<file path="src/verilog/vrc6_pkg.sv">
// VRC6 mapper shared types and constants

package vrc6_pkg;

	typedef logic [15:0] cpu_addr_t;  // CPU bus address
	typedef logic [13:0] ppu_addr_t;  // PPU bus address
	typedef logic [7:0]  byte_t;
	typedef logic [21:0] mem_addr_t;  // Cartridge memory address
	typedef logic [15:0] audio_t;
	typedef logic [5:0]  prg_bank_t;  // 8 KB PRG bank number
	typedef logic [7:0]  chr_bank_t;  // 1 KB CHR bank number
	typedef logic [11:0] freq_t;      // Channel period
	typedef logic [3:0]  vol_t;

	// Nametable arrangement, as written to bits 3:2 of $B003
	typedef enum logic [1:0] {
		mirror_vertical   = 2'd0,
		mirror_horizontal = 2'd1,
		mirror_single_a   = 2'd2,
		mirror_single_b   = 2'd3
	} mirror_e;

	// Unit that a forwarded register write goes to
	typedef enum logic [1:0] {
		unit_pulse0 = 2'd0,
		unit_pulse1 = 2'd1,
		unit_saw    = 2'd2,
		unit_irq    = 2'd3
	} reg_unit_e;

	localparam logic [8:0] PRG_RAM_BASE   = 9'b111100000;  // Work RAM window
	localparam prg_bank_t  PRG_FIXED_BANK = '1;            // Last 8 KB bank
	localparam logic [2:0] CHR_REGION     = 3'b100;

	// Prescaler reloads give periods of 114, 114 and 113 ticks
	localparam logic [6:0] PRESCALE_LONG  = 7'd113;
	localparam logic [6:0] PRESCALE_SHORT = 7'd112;

	localparam logic [2:0] SAW_STEPS = 3'd6;  // Last step before the clear

endpackage

</file>
<file path="src/verilog/vrc6_reg_if.sv">
// Decoded register write bus

interface vrc6_reg_if;

	logic                  wr;      // One cycle write strobe
	vrc6_pkg::reg_unit_e   target;  // Addressed unit
	logic [1:0]            idx;     // Register within the unit
	vrc6_pkg::byte_t       data;

	modport ctrl (
		output wr,
		output target,
		output idx,
		output data
	);

	modport unit (
		input wr,
		input target,
		input idx,
		input data
	);

endinterface

</file>
<file path="src/verilog/vrc6_regs.sv">
// VRC6 write decode and bank registers

module vrc6_regs (
	input  logic                     clk,
	input  logic                     arst_n,
	input  logic                     ce,
	input  logic                     addr_swap,  // Mapper 26 wiring
	input  vrc6_pkg::cpu_addr_t      prg_ain,
	input  vrc6_pkg::byte_t          prg_din,
	input  logic                     prg_write,
	output logic [4:0]               prg_bank16,
	output vrc6_pkg::prg_bank_t      prg_bank8,
	output vrc6_pkg::chr_bank_t [7:0] chr_banks,
	output vrc6_pkg::mirror_e        mirror,
	vrc6_reg_if.ctrl                 regs
);

	vrc6_pkg::cpu_addr_t ain;
	logic [5:0]          sel;
	logic                unit_hit;
	vrc6_pkg::reg_unit_e unit_sel;

	// Mapper 26 exchanges A0 and A1 on the board
	assign ain = addr_swap ? {prg_ain[15:2], prg_ain[0], prg_ain[1]} : prg_ain;
	assign sel = {ain[15:12], ain[1:0]};

	always_ff @(posedge clk or negedge arst_n) begin
		if (!arst_n) begin
			prg_bank16 <= '0;
			prg_bank8  <= '0;
			chr_banks  <= '0;
			mirror     <= vrc6_pkg::mirror_vertical;
		end else if (ce && prg_write) begin
			casez (sel)
				6'b1000_??: prg_bank16 <= prg_din[4:0];  // $800x
				6'b1011_11: mirror <= vrc6_pkg::mirror_e'(prg_din[3:2]);  // $B003
				6'b1100_??: prg_bank8 <= prg_din[5:0];  // $C00x
				6'b1101_??,
				6'b1110_??: chr_banks[{ain[13], ain[1:0]}] <= prg_din;  // $D000-$E003
				default: ;
			endcase
		end
	end

	// Sound and IRQ registers sit at index 0 to 2 of their page
	always_comb begin
		unit_hit = 1'b1;
		unit_sel = vrc6_pkg::unit_pulse0;
		case (ain[15:12])
			4'h9: unit_sel = vrc6_pkg::unit_pulse0;
			4'hA: unit_sel = vrc6_pkg::unit_pulse1;
			4'hB: unit_sel = vrc6_pkg::unit_saw;
			4'hF: unit_sel = vrc6_pkg::unit_irq;
			default: unit_hit = 1'b0;
		endcase
	end

	assign regs.wr     = ce && prg_write && unit_hit && (ain[1:0] != 2'b11);
	assign regs.target = unit_sel;
	assign regs.idx    = ain[1:0];
	assign regs.data   = prg_din;

endmodule

</file>
<file path="src/verilog/vrc6_bank_map.sv">
// PRG and CHR address translation

module vrc6_bank_map (
	input  vrc6_pkg::cpu_addr_t       prg_ain,
	input  logic                      prg_write,
	input  vrc6_pkg::ppu_addr_t       chr_ain,
	input  logic [4:0]                prg_bank16,
	input  vrc6_pkg::prg_bank_t       prg_bank8,
	input  vrc6_pkg::chr_bank_t [7:0] chr_banks,
	input  vrc6_pkg::mirror_e         mirror,
	output vrc6_pkg::mem_addr_t       prg_aout,
	output logic                      prg_allow,
	output vrc6_pkg::mem_addr_t       chr_aout,
	output logic                      vram_a10,
	output logic                      vram_ce
);

	logic prg_is_ram;

	assign prg_is_ram = (prg_ain[15:13] == 3'b011);  // $6000-$7FFF

	always_comb begin
		case (prg_ain[15:13])
			3'b100,
			3'b101:  prg_aout = {3'b000, prg_bank16, prg_ain[13], prg_ain[12:0]};
			3'b110:  prg_aout = {3'b000, prg_bank8, prg_ain[12:0]};
			3'b111:  prg_aout = {3'b000, vrc6_pkg::PRG_FIXED_BANK, prg_ain[12:0]};
			default: prg_aout = {vrc6_pkg::PRG_RAM_BASE, prg_ain[12:0]};
		endcase
	end

	// ROM is read only, work RAM takes both directions
	assign prg_allow = (prg_ain[15] && !prg_write) || prg_is_ram;

	assign chr_aout = {vrc6_pkg::CHR_REGION, 1'b0, chr_banks[chr_ain[12:10]], chr_ain[9:0]};

	assign vram_ce = chr_ain[13];  // Nametable space goes to console VRAM

	always_comb begin
		case (mirror)
			vrc6_pkg::mirror_vertical:   vram_a10 = chr_ain[10];
			vrc6_pkg::mirror_horizontal: vram_a10 = chr_ain[11];
			vrc6_pkg::mirror_single_a:   vram_a10 = 1'b0;
			default:                     vram_a10 = 1'b1;
		endcase
	end

endmodule

</file>
<file path="src/verilog/vrc6_irq.sv">
// VRC scanline and cycle IRQ counter

module vrc6_irq (
	input  logic     clk,
	input  logic     arst_n,
	input  logic     ce,
	vrc6_reg_if.unit regs,
	output logic     irq
);

	vrc6_pkg::byte_t latch;
	vrc6_pkg::byte_t counter;
	logic [6:0]      prescaler;
	logic [1:0]      line;      // Position in the 114/114/113 pattern
	logic            mode_m;    // Count every CPU cycle
	logic            enable_e;
	logic            enable_a;  // E value restored by acknowledge
	logic            sel;
	logic            count_tick;

	assign sel        = regs.wr && (regs.target == vrc6_pkg::unit_irq);
	assign count_tick = mode_m || (prescaler == 7'd0);

	always_ff @(posedge clk or negedge arst_n) begin
		if (!arst_n) begin
			latch     <= '0;
			counter   <= '0;
			prescaler <= '0;
			line      <= '0;
			mode_m    <= 1'b0;
			enable_e  <= 1'b0;
			enable_a  <= 1'b0;
			irq       <= 1'b0;
		end else if (sel) begin
			case (regs.idx)
				2'd0: latch <= regs.data;
				2'd1: begin
					{mode_m, enable_e, enable_a} <= regs.data[2:0];
					irq <= 1'b0;
					if (regs.data[1]) begin
						counter   <= latch;  // Restart from the latch
						prescaler <= vrc6_pkg::PRESCALE_LONG;
						line      <= 2'd0;
					end
				end
				default: begin  // Acknowledge
					irq      <= 1'b0;
					enable_e <= enable_a;
				end
			endcase
		end else if (ce && enable_e) begin
			if (prescaler != 7'd0) begin
				prescaler <= prescaler - 7'd1;
			end else begin
				prescaler <= (line == 2'd1) ? vrc6_pkg::PRESCALE_SHORT
					: vrc6_pkg::PRESCALE_LONG;
				line      <= line[1] ? 2'd0 : line + 2'd1;
			end
			if (count_tick) begin
				if (counter == 8'hFF) begin
					counter <= latch;
					irq     <= 1'b1;
				end else begin
					counter <= counter + 8'd1;
				end
			end
		end
	end

endmodule

</file>
<file path="src/verilog/vrc6_pulse.sv">
// VRC6 pulse channel

module vrc6_pulse #(
	parameter vrc6_pkg::reg_unit_e UNIT = vrc6_pkg::unit_pulse0
) (
	input  logic           clk,
	input  logic           arst_n,
	input  logic           ce,
	vrc6_reg_if.unit       regs,
	output vrc6_pkg::vol_t level
);

	logic            mode;  // Ignore duty, output a flat level
	logic [2:0]      duty;
	vrc6_pkg::vol_t  vol;
	vrc6_pkg::freq_t freq;
	logic            en;
	vrc6_pkg::freq_t div;
	logic [3:0]      step;   // Duty position
	logic            sel;

	assign sel = regs.wr && (regs.target == UNIT);

	always_ff @(posedge clk or negedge arst_n) begin
		if (!arst_n) begin
			{mode, duty, vol} <= '0;
			freq <= '0;
			en   <= 1'b0;
			div  <= '0;
			step <= '0;
		end else begin
			if (sel) begin
				case (regs.idx)
					2'd0:    {mode, duty, vol} <= regs.data;
					2'd1:    freq[7:0] <= regs.data;
					default: {en, freq[11:8]} <= {regs.data[7], regs.data[3:0]};
				endcase
			end
			if (ce && en) begin
				if (div != '0) begin
					div <= div - 12'd1;
				end else begin
					div  <= freq;
					step <= step + 4'd1;
				end
			end
		end
	end

	assign level = (en && (mode || (step <= {1'b0, duty}))) ? vol : '0;

endmodule

</file>
<file path="src/verilog/vrc6_saw.sv">
// VRC6 sawtooth channel

module vrc6_saw (
	input  logic       clk,
	input  logic       arst_n,
	input  logic       ce,
	vrc6_reg_if.unit   regs,
	output logic [4:0] level
);

	logic [5:0]      rate;  // Accumulator increment
	vrc6_pkg::freq_t freq;
	logic            en;
	logic [12:0]     div;
	logic [2:0]      step;
	logic [7:0]      acc;
	logic            sel;

	assign sel = regs.wr && (regs.target == vrc6_pkg::unit_saw);

	always_ff @(posedge clk or negedge arst_n) begin
		if (!arst_n) begin
			rate <= '0;
			freq <= '0;
			en   <= 1'b0;
			div  <= '0;
			step <= '0;
			acc  <= '0;
		end else begin
			if (sel) begin
				case (regs.idx)
					2'd0:    rate <= regs.data[5:0];
					2'd1:    freq[7:0] <= regs.data;
					default: {en, freq[11:8]} <= {regs.data[7], regs.data[3:0]};
				endcase
			end
			if (ce && en) begin
				if (div != '0) begin
					div <= div - 13'd1;
				end else begin
					div <= {freq, 1'b1};  // Twice the period plus one
					if (step == vrc6_pkg::SAW_STEPS) begin
						step <= '0;
						acc  <= '0;
					end else begin
						step <= step + 3'd1;
						acc  <= acc + {2'b00, rate};
					end
				end
			end
		end
	end

	assign level = en ? acc[7:3] : '0;

endmodule

</file>
<file path="src/verilog/vrc6_mixer.sv">
// Expansion sound mixer

module vrc6_mixer (
	input  logic             clk,
	input  logic             arst_n,
	input  vrc6_pkg::vol_t   sq0,
	input  vrc6_pkg::vol_t   sq1,
	input  logic [4:0]       saw,
	input  vrc6_pkg::audio_t audio_in,
	output vrc6_pkg::audio_t audio_out
);

	logic [5:0]       sum;
	vrc6_pkg::audio_t wide;   // Sum stretched to full scale
	logic [16:0]      total;

	assign sum  = {2'b00, sq0} + {2'b00, sq1} + {1'b0, saw};
	assign wide = {sum, sum, sum[5:2]};

	// Expansion at 5/8 scale, then the whole mix halved
	assign total = {1'b0, audio_in} + {2'b00, wide[15:1]} + {4'b0000, wide[15:3]};

	always_ff @(posedge clk or negedge arst_n) begin
		if (!arst_n) begin
			audio_out <= '0;
		end else begin
			audio_out <= total[16:1];
		end
	end

endmodule

</file>
<file path="src/verilog/vrc6_top.sv">
// Konami VRC6 mapper top level

module vrc6_top (
	input  logic                clk,
	input  logic                arst_n,
	input  logic                ce,         // CPU cycle tick
	input  logic                addr_swap,  // High for mapper 26
	input  vrc6_pkg::cpu_addr_t prg_ain,
	input  vrc6_pkg::byte_t     prg_din,
	input  logic                prg_write,
	input  vrc6_pkg::ppu_addr_t chr_ain,
	input  vrc6_pkg::audio_t    audio_in,   // APU audio
	output vrc6_pkg::mem_addr_t prg_aout,
	output logic                prg_allow,
	output vrc6_pkg::mem_addr_t chr_aout,
	output logic                vram_a10,
	output logic                vram_ce,
	output logic                irq,
	output vrc6_pkg::audio_t    audio_out
);

	logic [4:0]                prg_bank16;
	vrc6_pkg::prg_bank_t       prg_bank8;
	vrc6_pkg::chr_bank_t [7:0] chr_banks;
	vrc6_pkg::mirror_e         mirror;
	vrc6_pkg::vol_t            sq0_level;
	vrc6_pkg::vol_t            sq1_level;
	logic [4:0]                saw_level;

	vrc6_reg_if regs ();

	vrc6_regs u_regs (
		.clk, .arst_n, .ce, .addr_swap, .prg_ain, .prg_din, .prg_write,
		.prg_bank16, .prg_bank8, .chr_banks, .mirror,
		.regs (regs.ctrl)
	);

	vrc6_bank_map u_bank_map (
		.prg_ain, .prg_write, .chr_ain, .prg_bank16, .prg_bank8, .chr_banks, .mirror,
		.prg_aout, .prg_allow, .chr_aout, .vram_a10, .vram_ce
	);

	vrc6_irq u_irq (.clk, .arst_n, .ce, .regs (regs.unit), .irq);

	vrc6_pulse #(.UNIT (vrc6_pkg::unit_pulse0)) u_pulse0 (
		.clk, .arst_n, .ce, .regs (regs.unit), .level (sq0_level)
	);

	vrc6_pulse #(.UNIT (vrc6_pkg::unit_pulse1)) u_pulse1 (
		.clk, .arst_n, .ce, .regs (regs.unit), .level (sq1_level)
	);

	vrc6_saw u_saw (.clk, .arst_n, .ce, .regs (regs.unit), .level (saw_level));

	vrc6_mixer u_mixer (
		.clk, .arst_n,
		.sq0 (sq0_level), .sq1 (sq1_level), .saw (saw_level),
		.audio_in, .audio_out
	);

endmodule

</file>
<file path="config.mk">
export PLATFORM = sky130hd
export DESIGN_NAME = vrc6_top
export DESIGN_NICKNAME = d
export VERILOG_FILES = /design/src/verilog/vrc6_pkg.sv /design/src/verilog/vrc6_reg_if.sv /design/src/verilog/vrc6_regs.sv /design/src/verilog/vrc6_bank_map.sv /design/src/verilog/vrc6_irq.sv /design/src/verilog/vrc6_pulse.sv /design/src/verilog/vrc6_saw.sv /design/src/verilog/vrc6_mixer.sv /design/src/verilog/vrc6_top.sv
export SDC_FILE = /design/constraint.sdc
export NUM_CORES = 1
export LEC_CHECK = 0
export BUFFER_PORTS_ARGS = -buffer_cell sky130_fd_sc_hd__buf_2
export CAP_MARGIN = 10
export CORE_MARGIN = 10
export CORE_UTILIZATION = 40
export CTS_BUF_LIST = sky130_fd_sc_hd__clkbuf_2 sky130_fd_sc_hd__clkbuf_4 sky130_fd_sc_hd__clkbuf_8
export DETAILED_ROUTE_END_ITERATION = 10
export MAX_ROUTING_LAYER = met4
export SYNTH_ARGS = -nofsm -noshare
export SYNTH_HDL_FRONTEND = slang
export SYNTH_SLANG_ARGS = --single-unit
</file>
<file path="constraint.sdc">
create_clock -name clk -period 7.5 [get_ports clk]
set_input_delay 0.75 -clock clk [delete_from_list [all_inputs] [get_ports clk]]
set_output_delay 0.75 -clock clk [all_outputs]
set_load 0.01 [all_outputs]
</file>
==> flow_metrics.tcl <==
set metrics [dict create \
    clkTransAtPathRegs_ps 60 \
    tightest_slew_ps 1126 \
    grt_pass1_wl_mm 47.75 \
    areaGrowthSynthToFinish_pct 11.44 \
    design.die.area_um2 39470 \
    ant_nets 0 \
    place_hpwl_mm 19.79 \
    finalSetupViolCount 0 \
    hold_viol_final 0 \
    synthAdderAreaFrac_pct 7.172 \
    grt_max_degree 182 \
    cellPowerDensity_nw_per_um2 266.7 \
    ys_seq_elements 239 \
    ys_seq_area_share_pct 46.83 \
    avgSynthCellArea_um2 10.92 \
    drive_above_1_share_pct 27.09 \
    timing.setup.tns_ps 0 \
    met3_length_mm 1.482 \
    dieWidth_um 198.7 \
    finalClockSkew_ps 14.50 \
    drv_cap 0 \
    muxShareOfSynthArea_pct 15.93 \
    drc 0 \
    min_path_type "in2async" \
    wl_per_cell_um 17.77 \
    met2_length_mm 13.73 \
    fp.coreArea_um2 31560 \
    leakagePower_nw 6.963 \
    start_util_pct 40.47 \
    placedCellCount 1585 \
    antenna_found_initial 0 \
    synth_edf_count 0 \
    r2r_slack_ps 1480 \
    vias 8848 \
    synthTopCellsByArea "dfrtp_1, mux2_2, ha_1, o21ai_0, mux4_2" \
    overflow 0 \
    dieHeight_um 198.7 \
    post-cts-setup-buffer-count 0 \
    drtIter0Drc 451 \
    drt_first_pass_iters 5 \
    ys_async_sr_fraction_pct 100.0 \
    hold_ws_ps 125.4 \
    layout.nets 1349 \
    antenna_cells 0 \
    nFillCells 3021 \
    clkLatencyLatePin_ps 550 \
    num_io_pins 123 \
    highest-signal-layer "met4" \
    syn_inst 1169 \
    fin_cells 1657 \
    cts_hold_buf 0 \
    outcome "finished, final reports clean" \
    yosys.area_share.simple_pct 11.63 \
    avgViaCountPerCell 5.340 \
    multi_input_area_um2 6153 \
    row_count 65 \
    seq_area_um2 5981 \
    synth_area_leader_cell "dfrtp_1" \
    setup.worst_path.end_class "flip-flop" \
    wl_met1_mm 13.69 \
    required_ps 7970 \
    clk_path_buf_depth 3 \
    synth-warning-count 0 \
    port_buffers 76 \
    slew_headroom_pct 24.51 \
    synth_compound_area_share_pct 11.41 \
    arrival_ps 6490 \
    netlist_area_um2 12770 \
    cts_tree "done" \
    timing.final.crit_share_pct 80.30 \
    synth_top_flop_cell "dfrtp_1" \
    fmax_mhz 166.0 \
    synth_top_family_by_area "multiplexers" \
    h-tree-depth 2 \
    vdd_drop_max_mv 0.1525 \
    grt_pass1_vias 9004 \
    slew_viol_final 0 \
    power.total_mw 3.796 \
    grt_use_total_pct 15.39 \
    cts_root_buf "clkbuf_8" \
    rsz0062_at_grt "false" \
    numCtsBuffers 41 \
    startpoint_type "flip-flop" \
    fin_crit_ps 6023 \
    finalWirelength_mm 29.44 \
    synth.distinct_cells 74 \
    routabilityCongestion 0.8658 \
    cts_resized 0 \
    worstPathMaxFanout 5 \
    cts_sinks 239 \
    yosys.area.top_type_share_pct 46.83 \
    critPathKind "reg2reg" \
    synth_xor_area_share_pct 1.920 \
]
path summary, 6_finish.rpt:
check                                 start                    end  cells past startpoint
setup / recovery           u_pulse1.step[1]  u_mixer.audio_out[12]                     23
hold / removal                       arst_n   u_mixer.audio_out[4]                      1
setup reg to reg           u_pulse1.step[1]  u_mixer.audio_out[12]                     23
hold reg to reg               u_irq.line[1]          u_irq.line[0]                      1
max in group asynchronous            arst_n   u_regs.chr_banks[44]                      2
min in group clk              u_irq.line[1]          u_irq.line[0]                      1
worst max-delay path, cell delays in order (launching register included):
cell	delay (ps)
dfrtp_1	410
ha_1	320
nor2b_1	130
o21ai_0	130
nand2b_1	70
a21oi_1	120
o21ai_0	190
or2_2	350
fa_1	530
inv_1	60
fa_1	430
a21o_1	180
a21oi_1	170
xor2_1	530
fa_1	260
inv_1	40
ha_1	220
fa_1	440
a211oi_1	300
o21bai_1	160
a41oi_1	380
o221ai_1	180
a21oi_1	200
xnor2_1	140
cell usage in the layout, fill, tap and decap left out, types with 19 or more instances in the layout:
cell / n
ha_1: 50
nand2_1: 81
clkbuf_8: 48
a21oi_1: 59
nor2_1: 79
buf_2: 75
dfrtp_1: 239
o21ai_0: 91
mux2_2: 146
nand3_1: 24
xnor2_1: 19
inv_1: 69
cell families after synthesis:
| logic type | Yosys count |
|---|---|
| simple gates | 292 |
| compound gates | 241 |
| flops | 239 |
| mux | 165 |
| buf+inv | 137 |
| fa+ha+maj | 65 |
| xor+xnor | 28 |
| other cells | 2 |
metrics by stage:
stage | worst slack (ps) | instance area [µm²] | util [%]
floorplan | 2010 | 12780 | -
global placement | 1590 | 13330 | 42.23
detailed placement | 1474 | 13330 | 42.23
CTS | 1475 | 14230 | 45.10
global route | 953.2 | 14230 | 45.10
finish | 1477 | 14230 | 45.10
flip-flops by register name, summed over array words and instances (netlist names), 5 cells and up:
signal,cells
u_regs.chr_banks,64
u_mixer.audio_out,16
u_saw.div,13
u_pulse0.div,12
u_pulse0.freq,12
u_pulse1.div,12
u_pulse1.freq,12
u_saw.freq,12
u_irq.counter,8
u_irq.latch,8
u_saw.acc,8
u_irq.prescaler,7
u_regs.prg_bank8,6
u_saw.rate,6
u_regs.prg_bank16,5
synth_stat cells, drive strengths merged, types with 14 or more instances:
master	count
a21o	17
a21oi	60
buf	40
clkbuf	27
dfrtp	239
fa	14
ha	50
inv	69
mux2	146
mux4	16
nand2	82
nand3	24
nor2	83
nor3	21
o21ai	95
xnor2	19
layer usage:
layer / vias up / track usage (%)
met2: 211 / 24.35
met4: 0 / 4.069
met5: - / -
li1: 4233 / -
met3: 42 / 2.721
met1: 4362 / 20.03
power by group:
part / internal (mW) / switching [mW] / total, mW
combinational: 0.367 / 0.501 / 0.869
sequential: 1.48 / 0.136 / 1.62
clock: 0.758 / 0.550 / 1.31
total: 2.61 / 1.19 / 3.80
final cells by class:
| type | instances | area share (%) |
|---|---|---|
| clock inverters | 10 | 0.9934 |
| repair buffers | 79 | 2.989 |
| inverters | 70 | 1.846 |
| well taps | 402 | 3.534 |
| multi-input cells | 795 | 43.24 |
| flip-flops and latches | 239 | 42.02 |
| clock buffers | 62 | 5.380 |
Power figures use the tool's default switching activity.
